File: config.mk
export PLATFORM = sky130hd
export DESIGN_NAME = sd_resp_rx
export DESIGN_NICKNAME = d
export VERILOG_FILES = /design/src/sd_pkg.sv /design/src/sd_crc7.sv /design/src/sd_resp_rx.sv
export SDC_FILE = /design/constraint.sdc
export NUM_CORES = 1
export LEC_CHECK = 0
export BUFFER_PORTS_ARGS = -buffer_cell sky130_fd_sc_hd__clkbuf_2
export CORE_ASPECT_RATIO = 0.9
export CORE_MARGIN = 2
export CORE_UTILIZATION = 39
export DETAILED_ROUTE_END_ITERATION = 12
export GPL_TIMING_DRIVEN = 1
export PLACE_DENSITY = 0.6
export SYNTH_ARGS = -nofsm -noshare
export SYNTH_HDL_FRONTEND = slang
export SYNTH_HIERARCHICAL = 1
export SYNTH_SLANG_ARGS = --single-unit
File: constraint.sdc
create_clock -name CLK -period 1.9 [get_ports CLK]
set_input_delay 0 -clock CLK [delete_from_list [all_inputs] [get_ports CLK]]
set_output_delay 0 -clock CLK [all_outputs]
set_load 0.02 [all_outputs]
File: src/sd_pkg.sv
package sd_pkg;

   // Frame geometry on the CMD line
   localparam int FRAME_W     = 48;   // Command and short response
   localparam int LONG_RESP_W = 136;  // R2 response
   localparam int CRC_SPAN    = 40;   // Bits covered by CRC7

   typedef logic [5:0]         sd_cmd_idx_t;
   typedef logic [31:0]        sd_arg_t;
   typedef logic [6:0]         sd_crc7_t;
   typedef logic [FRAME_W-1:0] sd_frame_t;
   typedef logic [127:0]       sd_cid_t;
   typedef logic [15:0]        sd_rca_t;

   // Request from sequencer to transmitter
   typedef struct packed {
      sd_cmd_idx_t idx;
      sd_arg_t     arg;
   } sd_cmd_t;

   // Sets response length and CRC check in the receiver
   typedef enum logic [2:0] {
      RESP_NONE,
      RESP_R1,
      RESP_R2,
      RESP_R3,
      RESP_R6,
      RESP_R7
   } sd_resp_kind_e;

   // Short responses sit in the low 48 bits of payload
   typedef struct packed {
      logic [LONG_RESP_W-1:0] payload;
      logic                   crc_ok;
      logic                   timeout;
   } sd_resp_t;

   // Command indices used during init
   localparam sd_cmd_idx_t CMD0_IDX  = 6'd0;   // GO_IDLE_STATE
   localparam sd_cmd_idx_t CMD2_IDX  = 6'd2;   // ALL_SEND_CID
   localparam sd_cmd_idx_t CMD3_IDX  = 6'd3;   // SEND_RELATIVE_ADDR
   localparam sd_cmd_idx_t CMD8_IDX  = 6'd8;   // SEND_IF_COND
   localparam sd_cmd_idx_t CMD41_IDX = 6'd41;  // SD_SEND_OP_COND, app cmd
   localparam sd_cmd_idx_t CMD55_IDX = 6'd55;  // APP_CMD

   // 2.7-3.6 V supply, check pattern in low byte
   localparam sd_arg_t CMD8_ARG   = 32'h0000_01AA;
   // HCS set, OCR window 3.2-3.4 V
   localparam sd_arg_t ACMD41_ARG = 32'h4030_0000;

   // x^7 + x^3 + 1, the x^7 term implied by the shift
   localparam sd_crc7_t CRC7_POLY = 7'h09;

endpackage

File: src/sd_crc7.sv
`timescale 1ns/1ps

module sd_crc7 (
   input  logic             CLK,
   input  logic             arst_n,
   input  logic             clear,
   input  logic             shift,
   input  logic             din,
   output sd_pkg::sd_crc7_t crc
);

   import sd_pkg::*;

   logic fb;  // Feedback into the polynomial taps

   // MSB out, next message bit in
   assign fb = din ^ crc[6];

   always_ff @(posedge CLK or negedge arst_n)
   begin
      if (!arst_n)
         crc <= '0;
      else if (clear)
         crc <= '0;  // Start of a new frame
      else if (shift)
      begin
         // Galois form, taps at x^3 and x^0
         if (fb)
            crc <= {crc[5:0], 1'b0} ^ CRC7_POLY;
         else
            crc <= {crc[5:0], 1'b0};
      end
   end

endmodule

File: src/sd_resp_rx.sv
`timescale 1ns/1ps

module sd_resp_rx #(
   parameter int RESP_TIMEOUT = 64
) (
   input  logic                  CLK,
   input  logic                  arst_n,
   input  logic                  sd_rise,
   input  logic                  cmd_in,
   input  logic                  rx_req,
   input  sd_pkg::sd_resp_kind_e rx_kind,
   output logic                  rx_ack,
   output sd_pkg::sd_resp_t      rx_resp
);

   import sd_pkg::*;

   localparam int TW = $clog2(RESP_TIMEOUT + 1);

   typedef enum logic [1:0] {IDLE, HUNT, SHIFT, DONE} rx_state_e;

   rx_state_e              state;
   logic [TW-1:0]          tmo_cnt;  // Rises seen without a start bit
   logic [7:0]             bit_cnt;  // Bits captured so far
   logic [7:0]             resp_len;
   logic [LONG_RESP_W-1:0] shreg;
   logic                   crc_ok_q;
   logic                   tmo_q;
   logic                   chk;
   logic                   start_seen;
   logic                   take_bit;
   logic                   crc_clr;
   logic                   crc_shift;
   sd_crc7_t               crc;

   // R2 is long, R2/R3 carry no usable CRC
   assign resp_len = (rx_kind == RESP_R2) ? 8'(LONG_RESP_W) : 8'(FRAME_W);
   assign chk      = (rx_kind == RESP_R1) || (rx_kind == RESP_R6) || (rx_kind == RESP_R7);

   assign start_seen = (state == HUNT) && sd_rise && !cmd_in;
   assign take_bit   = start_seen || ((state == SHIFT) && sd_rise && (bit_cnt < resp_len));
   assign crc_clr    = (state == IDLE) && rx_req;
   // Start bit counts as bit 0 of the covered span
   assign crc_shift  = chk && (start_seen ||
                       ((state == SHIFT) && sd_rise && (bit_cnt < 8'(CRC_SPAN))));

   sd_crc7 u_crc (
      .CLK    (CLK),
      .arst_n (arst_n),
      .clear  (crc_clr),
      .shift  (crc_shift),
      .din    (cmd_in),
      .crc    (crc)
   );

   // Shift in from the right so short responses end up right-aligned
   always_ff @(posedge CLK)
   begin
      if (crc_clr)
         shreg <= '0;
      else if (take_bit)
         shreg <= {shreg[LONG_RESP_W-2:0], cmd_in};
   end

   always_ff @(posedge CLK or negedge arst_n)
   begin
      if (!arst_n)
      begin
         state    <= IDLE;
         tmo_cnt  <= '0;
         bit_cnt  <= '0;
         crc_ok_q <= 1'b0;
         tmo_q    <= 1'b0;
         rx_ack   <= 1'b0;
      end
      else
      begin
         case (state)
            IDLE:
            begin
               if (rx_req)
               begin
                  tmo_cnt  <= '0;
                  tmo_q    <= 1'b0;
                  crc_ok_q <= 1'b0;
                  state    <= HUNT;
               end
            end
            HUNT:
            begin
               if (start_seen)
               begin
                  bit_cnt <= 8'd1;
                  state   <= SHIFT;
               end
               else if (sd_rise && (tmo_cnt == TW'(RESP_TIMEOUT - 1)))
               begin
                  tmo_q  <= 1'b1;  // Card never answered
                  rx_ack <= 1'b1;
                  state  <= DONE;
               end
               else if (sd_rise)
                  tmo_cnt <= tmo_cnt + 1'b1;
            end
            SHIFT:
            begin
               if (bit_cnt == resp_len)
               begin
                  // Received CRC field sits just above the end bit
                  crc_ok_q <= !chk || (shreg[7:1] == crc);
                  rx_ack   <= 1'b1;
                  state    <= DONE;
               end
               else if (sd_rise)
                  bit_cnt <= bit_cnt + 1'b1;
            end
            default:
            begin
               if (!rx_req)
               begin
                  rx_ack <= 1'b0;
                  state  <= IDLE;
               end
            end
         endcase
      end
   end

   assign rx_resp = '{payload: shreg, crc_ok: crc_ok_q, timeout: tmo_q};

endmodule

==> results of run 1 <==
tightest hold or removal path, stage by stage:
cell       delay [ps]
clkbuf_2           90
nor2_1             60
o41ai_1           110
o2111ai_1         140
nand2_1            70
registers in the layout, indices dropped and copies added, names as in the netlist:
signal     cells
state          2
bit_cnt        8
u_crc/crc      7
rx_ack         1
crc_ok_q       1
shreg        136
tmo_cnt        7
tmo_q          1
cells in the mapped netlist, types with 2 or more instances:
| library cell | count | area (um2) |
|---|---|---|
| a211oi_1 | 2 | 15.0 |
| a21boi_0 | 2 | 15.0 |
| a21o_1 | 2 | 15.0 |
| a21oi_1 | 6 | 30.0 |
| a31oi_1 | 2 | 12.5 |
| and2_1 | 3 | 18.8 |
| and3_1 | 3 | 18.8 |
| buf_1 | 9 | 33.8 |
| buf_2 | 7 | 35.0 |
| buf_4 | 3 | 22.5 |
| buf_6 | 11 | 124 |
| clkbuf_1 | 35 | 131 |
| dfrtp_1 | 27 | 676 |
| dfxtp_1 | 136 | 2720 |
| ha_1 | 8 | 100 |
| inv_1 | 11 | 41.3 |
| mux2_2 | 3 | 33.8 |
| mux2i_1 | 8 | 80.1 |
| nand2_1 | 150 | 563 |
| nand3_1 | 139 | 696 |
| nand3b_1 | 2 | 15.0 |
| nand4_1 | 4 | 25.0 |
| nand4b_1 | 2 | 17.5 |
| nor2_1 | 29 | 109 |
| nor2b_1 | 2 | 12.5 |
| nor3_1 | 3 | 15.0 |
| o21a_1 | 2 | 15.0 |
| o21ai_0 | 54 | 270 |
| o21ai_1 | 88 | 440 |
| o41ai_1 | 2 | 17.5 |
| xnor2_1 | 8 | 70.1 |
| xor2_1 | 9 | 78.8 |
metal layers:
metal	vias to the layer above	share of wire, %	track usage (%)
met5	-	0	0
met4	0	0.97	4.59
met3	16	4.2	4.86
met2	107	44	23.8
met1	2778	51	24.2
li1	3036	-	-
through the flow:
step	power [mW]	cell area [um2]
CTS	10.4	8460
global route	12.0	9150
finish	11.3	9150
detailed placement	6.69	7710
floorplan	5.91	6670
global placement	6.67	7710
final cells by class:
type | count | area, um2 | share of cell area [%]
Clock buffer | 18 | 439 | 4.80
Inverter | 11 | 41.3 | 0.451
Timing Repair Buffer | 207 | 1690 | 18.5
Multi-Input combinational cell | 551 | 3170 | 34.7
Sequential cell | 163 | 3400 | 37.2
Tap cell | 211 | 264 | 2.89
Clock inverter | 14 | 143 | 1.56
cell families (layout without fill, tap and decap cells):
kind of cell | count (synthesis) | after routing | share of synthesized area (%)
buffers and inverters | 77 | 250 | 6.05
adder cells (fa/ha/maj) | 8 | 8 | 1.50
XOR/XNOR | 17 | 17 | 2.24
multiplexers | 11 | 11 | 1.71
AO/OA/AOI/OAI | 169 | 169 | 13.9
flip-flops | 163 | 163 | 51.0
AND/OR/NAND/NOR | 346 | 346 | 23.6
report_power, final:
| part | switching (mW) | internal (mW) | total, mW |
|---|---|---|---|
| clock network | 1.54 | 1.88 | 3.42 |
| registers | 0.207 | 3.62 | 3.83 |
| logic | 2.26 | 1.84 | 4.10 |
| total | 4.01 | 7.34 | 11.3 |
repair_timing:
item                                    in CTS  in global routing
endpoints found under the setup margin      25                146
pin swaps                                    1                  8
hold buffers                                 3                  0
cloned                                       2                 14
setup buffers                                1                  3
hold endpoints to repair                    29                  0
resized for setup                           12                122
final timing paths:
path / cells after the start / endpoint / startpoint
min in group asynchronous: 2 / bit_cnt[0]$_DFFE_PN0P_ / arst_n
hold / removal: 5 / crc_ok_q$_DFFE_PN0P_ / rx_kind[1]
max in group asynchronous: 2 / state[1]$_DFFE_PN0P_ / arst_n
setup reg to reg: 10 / shreg[53]$_SDFFE_PP0P_ / state[0]$_DFFE_PN0P_
hold reg to reg: 2 / shreg[17]$_SDFFE_PP0P_ / shreg[16]$_SDFFE_PP0P_
setup / recovery: 10 / shreg[53]$_SDFFE_PP0P_ / state[0]$_DFFE_PN0P_
==> results.md, run 1 <==
- Outcome: finished, violations left
- Failing checks: setup timing
- RSZ-0062 raised after global routing: yes
- Top Ports: roughly 150
- Cells after DPL: about 1,100
- Nets: between 900 and 1,000
- Crit path launch type: register
- CTS H-Tree Depth: 4
- Final Max Tran Viols: 0
- Layout area overhead: 37.3%
- Final WL: 16,800 um
- Worst-Skew Late Latency: ~430 ps
- Antenna diode count: 0
- Mapped Cells: slightly below 800
- Number of global-route vias before repair: approximately 4,800
- GRT Overall Usage: around 17%
- Pre-CTS WS: -13.3 ps
- TritonCTS Sinks: approximately 160
- Syn Area/Cell: about 8.4 um2
- Post-layout util: between 50% and 60%
- Buffers on Ports: ~150
- DIE HEIGHT: 128 um
- Most frequent cells in the layout: 148 x nand2_1, 146 x clkbuf_2, 136 x dfxtp_1
- Setup WS post-layout: -15.3 ps
- Worst EP arrival: between 2000 and 2500 ps
- Die width: roughly 140 um
- DRC errors left: 0
- Final setup viols: 7
- Synth Register Bits: 163
- Starting density of the core: 39.7%
- Non-filler cells, final: roughly 1,200
- CP required: roughly 2300 ps
- GR Overflow Total: 0
- Gpl congestion: slightly below 0.8
- Maxcap violations: 0
- Yosys warns: 6
- First-pass GRT wire length: approximately 24,000 um
- Post-synth top flop: dfxtp_1
- Core area: around 17,000 um2
- Leak Pwr: 3.67 nW
- Final Cycle Share: 101%
- Post-layout minimum cycle time: ~1900 ps
- Die ar.: roughly 18,000 um2
- Post-Syn Nets: between 800 and 900
- Crit path largest cell delay: between 400 and 500 ps
- Kind of critical path: reg -> reg
- Root buffer cell: clkbuf_16
- Maximum VDD drop: between 0.5 and 0.6 mV
- Clock slew at reported path FFs: approximately 70 ps
- DP HPWL: about 10000 um
- Initial antenna violation count: 0
- Post-route setup TNS: -74.7 ps
- Clock Path Buffers: 2
- Via density: between 5 and 6
- Slowest CP cell: dfrtp_1
- R2r setup slk: -20 ps
- Ys async rst share: around 17%
- Avg WL per Cell: 14.3 um
- Final hold violations: 0
- Crit-path cells: inv_2 > ha_4 > nor3b_4 > o21a_1 > a31oi_4 > buf_12 > buf_16 > clkbuf_16 > nand3_1 > o21ai_1
- Seq/Total Area, Yosys: between 50% and 60%
- DR vias: roughly 6,000
- CTS tree: built
- Max_slew headroom: between 50% and 60%
- Count of cell types in the netlist: approximately 50
- Final hold slack: approximately 75 ps
- Number of fill cells: between 1,500 and 2,000
- TritonCTS buffer count: 17
- Post-synth EDFFs: 0
- Critical Path Fanout Max: 8
- FMAX: ~0.52 GHz
- CP top delay family: buffers and inverters
- Bufs and invs on worst path: 4
- DRT iter0 DRCs: 391
- Layout cells sized above 1: between 30% and 40%
- Worst Skew: approximately 8.5 ps
- Post-route ant nets: 0
- Type of the worst min-delay path: in -> reg
- Slew @ Worst Pin: roughly 700 ps
- Power Dens Cells: ~1200 nW/um2
- Post-synthesis instance area: ~6700 um2
- Largest net degree at the start of global routing: 110
- 1st-pass router iterations: 7
- Commonest non-fill, non-tap cell in the layout: nand2_1
- Crit end category: register
- FP Rows: 45
Note: power is estimated with default switching activity, not from simulation.
==> inputs of run 2 (changes only) <==
CAP_MARGIN = 25   (was unset)
CORE_MARGIN = unset   (was 2)
==> results.md, run 2 (synthesis results as in run 1) <==
- Hold Crit Start: rx_kind[1]
- Leak Pwr: 3.89 nW (+5.9%)
- Worst Skew: 10.1 ps (+1.53 ps)
- Layout area overhead: 44.7%
- Post-route setup TNS: -670 ps (-595 ps)
- Largest net degree at the start of global routing: 88 (-20%)
- Initial antenna violation count: 0 (unchanged)
- Final Cycle Share: 103% (+2.3 points)
- Type of the worst min-delay path: in -> reg
- Outcome: finished, violations left
- Kind of critical path: reg -> reg
- Post-route ant nets: 0 (unchanged)
- Starting density of the core: 40.6% (+0.90 points)
- Power Dens Cells: 1290 nW/um2 (+3.8%)
- TritonCTS Sinks: 163 (unchanged)
- Die ar.: 17,600 um2 (-3.0%)
- Crit end category: register
- Layout cells sized above 1: 35.9% (+3.9 points)
- Max_slew headroom: 53.3% (-0.14 points)
- Nets: 990 (+2.4%)
- Worst-Skew Late Latency: 420 ps (about the same)
- Maximum VDD drop: 0.634 mV (+9.8%)
- CTS tree: built
- DP HPWL: 10,200 um (+3.7%)
- Antenna diode count: 0 (unchanged)
- FMAX: 0.510 GHz (-2.3%)
- DRT iter0 DRCs: 254 (-35%)
- Total power: 12.4 mW (+9.3%)
- CTS H-Tree Depth: 4 (unchanged)
- Final setup viols: 53 (+46)
- Final hold violations: 0 (unchanged)
- Via density: 5.10 (+0.90%)
- Post-layout minimum cycle time: 1960 ps (+44.2 ps)
- Avg WL per Cell: 14.6 um (+2.3%)
- Start point of the critical path: state[1]$_DFFE_PN0P_
- Core area: 16,400 um2 (-2.2%)
- Final WL: 17,500 um (+3.9%)
- R2r startpoint: state[1]$_DFFE_PN0P_
- Final Max Tran Viols: 0 (unchanged)
- Biggest regs: shreg: 136 flops, bit_cnt: 8 flops
- DIE HEIGHT: 126 um (-1.6%)
- Setup WS post-layout: -59.5 ps (-44.2 ps)
- Gpl congestion: 0.771 (-1.7%)
- FP Rows: 44 (-2.2%)
- DR vias: 6,087 (+2.5%)
- GR Overflow Total: 0 (unchanged)
- DRC errors left: 0 (unchanged)
- TritonCTS buffer count: 17 (unchanged)
- Number of global-route vias before repair: 4,999 (+3.6%)
- Worst EP arrival: 2300 ps (+20 ps)
- CP required: 2240 ps (-20 ps)
- Most frequent cells in the layout: 148 x nand2_1, 146 x clkbuf_2, 136 x dfxtp_1
- Die width: 140 um (-1.4%)
- Maxcap violations: 0 (unchanged)
- First-pass GRT wire length: 25,000 um (+2.1%)
- Crit path launch type: register
- Commonest non-fill, non-tap cell in the layout: nand2_1
- Slew @ Worst Pin: 700 ps (+2.03 ps)
- Post-layout util: 58.7% (+4.2 points)
- GRT Overall Usage: 17.6% (+0.97 points)
- Top Ports: 147 (unchanged)
- 1st-pass router iterations: 4 (-3)
- Reg with most FFs: shreg
- RSZ-0062 raised after global routing: yes
- Failing checks: setup timing
- Root buffer cell: clkbuf_16
- Largest register FFs: 136 (unchanged)
- Critical Path Fanout Max: 7 (-1)
- Clock slew at reported path FFs: 70 ps (about the same)
- Buffers on Ports: 146 (unchanged)
- Clock Path Buffers: 2 (unchanged)
## run 2: path summary, 6_finish.rpt
check,slack [ps],cells past startpoint,to
max in group asynchronous,1250,2,state[0]$_DFFE_PN0P_
min,70,5,crc_ok_q$_DFFE_PN0P_
min reg2reg,470,2,shreg[65]$_SDFFE_PP0P_
min in group asynchronous,160,2,tmo_cnt[6]$_DFFE_PN0P_
max,-60,10,shreg[20]$_SDFFE_PP0P_
max reg2reg,-60,10,shreg[20]$_SDFFE_PP0P_
## run 2: cell type report
cell class / count / area (um2)
Multi-Input combinational cell: 551 / 3300
Sequential cell: 163 / 3400
Timing Repair Buffer: 230 / 1970
Fill cell: 1432 / 6770
Clock inverter: 13 / 218
Clock buffer: 19 / 453
Tap cell: 207 / 259
Inverter: 11 / 41.3
## run 2: where the power goes
group / internal, mW / switching [mW] / leakage, nW
sequential: 3.62 / 0.215 / 1.46
combinational: 2.24 / 2.44 / 2.11
clock: 2.43 / 1.46 / 0.327
## run 2: worst max-delay path, stage by stage, from the launching register on
cell and delay, ps:
dfrtp_1 440, inv_2 80, ha_4 160, nor2b_4 120
o21a_1 210, a31oi_4 170, buf_12 180, clkbuf_16 180
clkbuf_16 160, nand3_2 70, o21ai_1 100
## run 2: repair_timing
action	in CTS	in global routing
gates cloned	2	24
pin swaps	0	9
endpoints found under the setup margin	121	148
setup buffers	5	4
hold buffers	3	0
gates resized for setup	15	147
hold endpoints to repair	29	0
## run 2: routing by layer
metal / wire length [um] / part of all wire (%) / up-vias / global-route usage (%)
met5: 0 / 0 / - / 0
met2: 7810 / 45 / 124 / 25.6
li1: - / - / 3089 / -
met1: 8610 / 49 / 2863 / 24.7
met4: 153 / 0.88 / 0 / 5.04
met3: 910 / 5.2 / 11 / 5.59
## run 2: metrics by stage
stage          setup slack, ps  cells  hold WS, ps  area [um2]
2_1_floorplan             7.33    791         -296        6670
3_3_place_gp              7.76   1126         89.2        7850
3_5_place_dp             -23.1   1126         85.1        7850
4_1_cts                   3.36   1168         43.3        8660
5_1_grt                   -137   1194         72.6        9640
6_report                 -59.5   1194         70.3        9640
==> inputs of run 3 (changes only) <==
ABC_AREA = 1   (was unset)
PLACE_DENSITY = 0.59   (was 0.6)
clock period = 1.6 ns   (was 1.9 ns; I/O delays follow)
==> results.md, run 3 <==
- Outcome: finished, violations left
- Failing checks: setup timing
- Xor/xnor cell area share of the yosys netlist: 1.31% (-0.93 points)
- Power Dens Cells: 2140 nW/um2 (+67%)
- DIE HEIGHT: 138 um (+9.7%)
- Crit path largest cell delay: 390 ps (-50 ps)
- Cells after DPL: 1,537 (+37%)
- Number of global-route vias before repair: 6,801 (+36%)
- Post-route ant nets: 0 (unchanged)
- Crit end category: register
- Post-synth top flop: dfxtp_1
- Final Cycle Share: 117% (+14 points)
- Starting density of the core: 40.0% (-0.65 points)
- Main combinational cell family by area after synthesis: simple AND/OR/NAND/NOR gates
- Final hold violations: 0 (unchanged)
- Leak Pwr: 6.52 nW (+68%)
- Type of the worst min-delay path: in -> reg
- Syn Area/Cell: 7.08 um2 (-16%)
- Post-synthesis adder-cell area fraction: 1.25% (-0.26 points)
- Setup WS post-layout: -272 ps (-213 ps)
- Placed Area: 9560 um2 (+22%)
- Simple logic cell fraction of the synthesized area: 32.1% (+8.5 points)
- FP Rows: 49 (+11%)
- Total power: 25.8 mW (+110%)
- Avg WL per Cell: 14.6 um (-0.43%)
- Critical Path Fanout Max: 9 (+2)
- Most common cell in the synthesized netlist: nand2_1
- DP HPWL: 12,400 um (+21%)
- Nets: 1,373 (+39%)
- Non-filler cells, final: 1,625 (+36%)
- Clock slew at reported path FFs: 70 ps (about the same)
- Root buffer cell: clkbuf_16
- Commonest non-fill, non-tap cell in the layout: nand2_1
- Maximum VDD drop: 0.940 mV (+48%)
- Die width: 153 um (+9.7%)
- Post-synthesis mux area share: 0% (-1.7 points)
- Buffers on Ports: 146 (unchanged)
- Yosys warns: 6 (unchanged)
- Commonest cells post-synth: 197 x nand2_1, 166 x inv_1, 165 x nor2_1
- Die ar.: 21,200 um2 (+20%)
- Post-Syn Nets: 1,151 (+43%)
- Gpl congestion: 0.789 (+2.3%)
- Post-synthesis instance area: 8030 um2 (+21%)
- TritonCTS buffer count: 17 (unchanged)
- First-pass GRT wire length: 33,700 um (+35%)
- GRT Overall Usage: 19.3% (+1.7 points)
- Post-synth top area cell: dfxtp_1
- DR vias: 7,950 (+31%)
- Mapped Cells: 1,135 (+43%)
- Max_slew headroom: 47.7% (-5.6 points)
- Final WL: 23,700 um (+36%)
- Worst Skew: 10.3 ps (+0.229 ps)
- GR Overflow Total: 0 (unchanged)
- Reg with most FFs: shreg
- Final setup viols: 161 (+200%)
- Top Ports: 147 (unchanged)
- 1st-pass router iterations: 5 (+1)
- Final instance area: 12,000 um2 (+25%)
- Core area: 20,100 um2 (+23%)
- Worst-Skew Late Latency: 420 ps (about the same)
- Clock Path Buffers: 2 (unchanged)
- CTS H-Tree Depth: 4 (unchanged)
- Initial antenna violation count: 0 (unchanged)
- Final Max Tran Viols: 0 (unchanged)
- Most frequent cells in the layout: 174 x nand2_1, 161 x inv_1, 155 x nor2_1
- CP required: 1920 ps (-320 ps)
- Crit path launch type: register
- FMAX: 0.534 GHz (+4.7%)
- Slew @ Worst Pin: 785 ps (+84.4 ps)
- Ys async rst share: 16.6% (unchanged)
- Post-synth EDFFs: 0 (unchanged)
- TritonCTS Sinks: 163 (unchanged)
- Share of the synthesized area in the top cell type: 33.9% (-7.0 points)
- RSZ-0062 raised after global routing: yes
- Synth Register Bits: 163 (unchanged)
- Worst EP arrival: 2190 ps (-110 ps)
- Bufs and invs on worst path: 3 (-1)
- Largest net degree at the start of global routing: 57 (-35%)
- Slowest CP cell: dfrtp_1
- Synth top area cells: dfxtp_1 34%, nand2_1 9.2%, a21oi_1 8.8%
- Seq/Total Area, Yosys: 42.3% (-8.7 points)
- Antenna diode count: 0 (unchanged)
- Biggest regs: shreg: 136 flops, bit_cnt: 8 flops
- Layout cells sized above 1: 39.4% (+3.5 points)
- Compound-gate portion of the synthesized area: 10.2% (-3.7 points)
- Final hold slack: 106 ps (+36.0 ps)
- Crit-path cells: inv_2 > ha_4 > nand2_2 > or2_4 > a21oi_4 > buf_12 > nand2_8 > clkbuf_16 > a21oi_1 > nor2_1
- Post-layout minimum cycle time: 1870 ps (-87.3 ps)
- Count of cell types in the netlist: 30 (-41%)
- Maxcap violations: 0 (unchanged)
- Post-layout util: 59.8% (+1.0 points)
- Via density: 4.89 (-4.0%)
- Kind of critical path: reg -> reg
- Largest register FFs: 136 (unchanged)
- DRT iter0 DRCs: 338 (+33%)
- CTS tree: built
- DRC errors left: 0 (unchanged)
- Layout area overhead: 49.6%
- CP top delay family: simple AND/OR/NAND/NOR gates
## run 3: cell families (layout without fill, tap and decap cells)
kind of cell             after synthesis  count (layout)
AO/OA/AOI/OAI                        161             161
adder cells (fa/ha/maj)                8               8
buffers and inverters                249             478
XOR/XNOR                              12              12
AND/OR/NAND/NOR                      542             548
flip-flops                           163             163
## run 3: report_power, final
group	internal (mW)	switching, mW
Clock	2.68	1.75
Sequential	5.81	1.56
Combinational	5.91	8.08
## run 3: per-layer routing
metal  vias up  track usage, %  wire length [um]
met4         0            5.16               354
met2       158            29.8             11200
met1      3738            26.5             11200
li1       4031               -                 -
met5         -               0                 0
met3        23            5.24              1010
## run 3: repair_timing
item                                    4_1_cts  5_1_grt
endpoints found under the hold margin        28        0
pin swaps                                     3       38
gates resized for setup                      39      176
endpoints found under the setup margin      163      163
buffers inserted                              4       23
cloned                                       10       24
hold buffers                                  2        0
## run 3: metrics by stage
stage | setup WS [ps] | TNS, ps
global placement | -287 | -31590
detailed placement | -335 | -37540
floorplan | -182 | -24870
finish | -272 | -34300
CTS | -259 | -31790
global route | -348 | -46090
## run 3: worst min-delay path, stage by stage
cell and delay [ps]:
clkbuf_2 90, buf_4 120, nor2_1 80, o21ai_0 70
nand2_1 70, nand2_1 60
## run 3: final cells by class
class,count,area [um2]
clock buffers,24,534
clock inverters,8,110
fillers,1729,8090
inverters,173,662
multi-input cells,729,4550
flip-flops and latches,163,3400
well taps,255,319
repair buffers,273,2450
## run 3: worst paths after layout
check                                startpoint                        to  slack [ps]  depth (start not counted)
max reg2reg                state[0]$_DFFE_PN0P_    shreg[61]$_SDFFE_PP0P_        -270                         10
max in group asynchronous                arst_n  u_crc/crc[6]$_DFFE_PN0P_         900                          2
min                                  rx_kind[1]      crc_ok_q$_DFFE_PN0P_         110                          6
max                        state[0]$_DFFE_PN0P_    shreg[61]$_SDFFE_PP0P_        -270                         10
min reg2reg                  rx_ack$_DFFE_PN0P_        rx_ack$_DFFE_PN0P_         480                          2
min in group asynchronous                arst_n    tmo_cnt[6]$_DFFE_PN0P_         200                          2
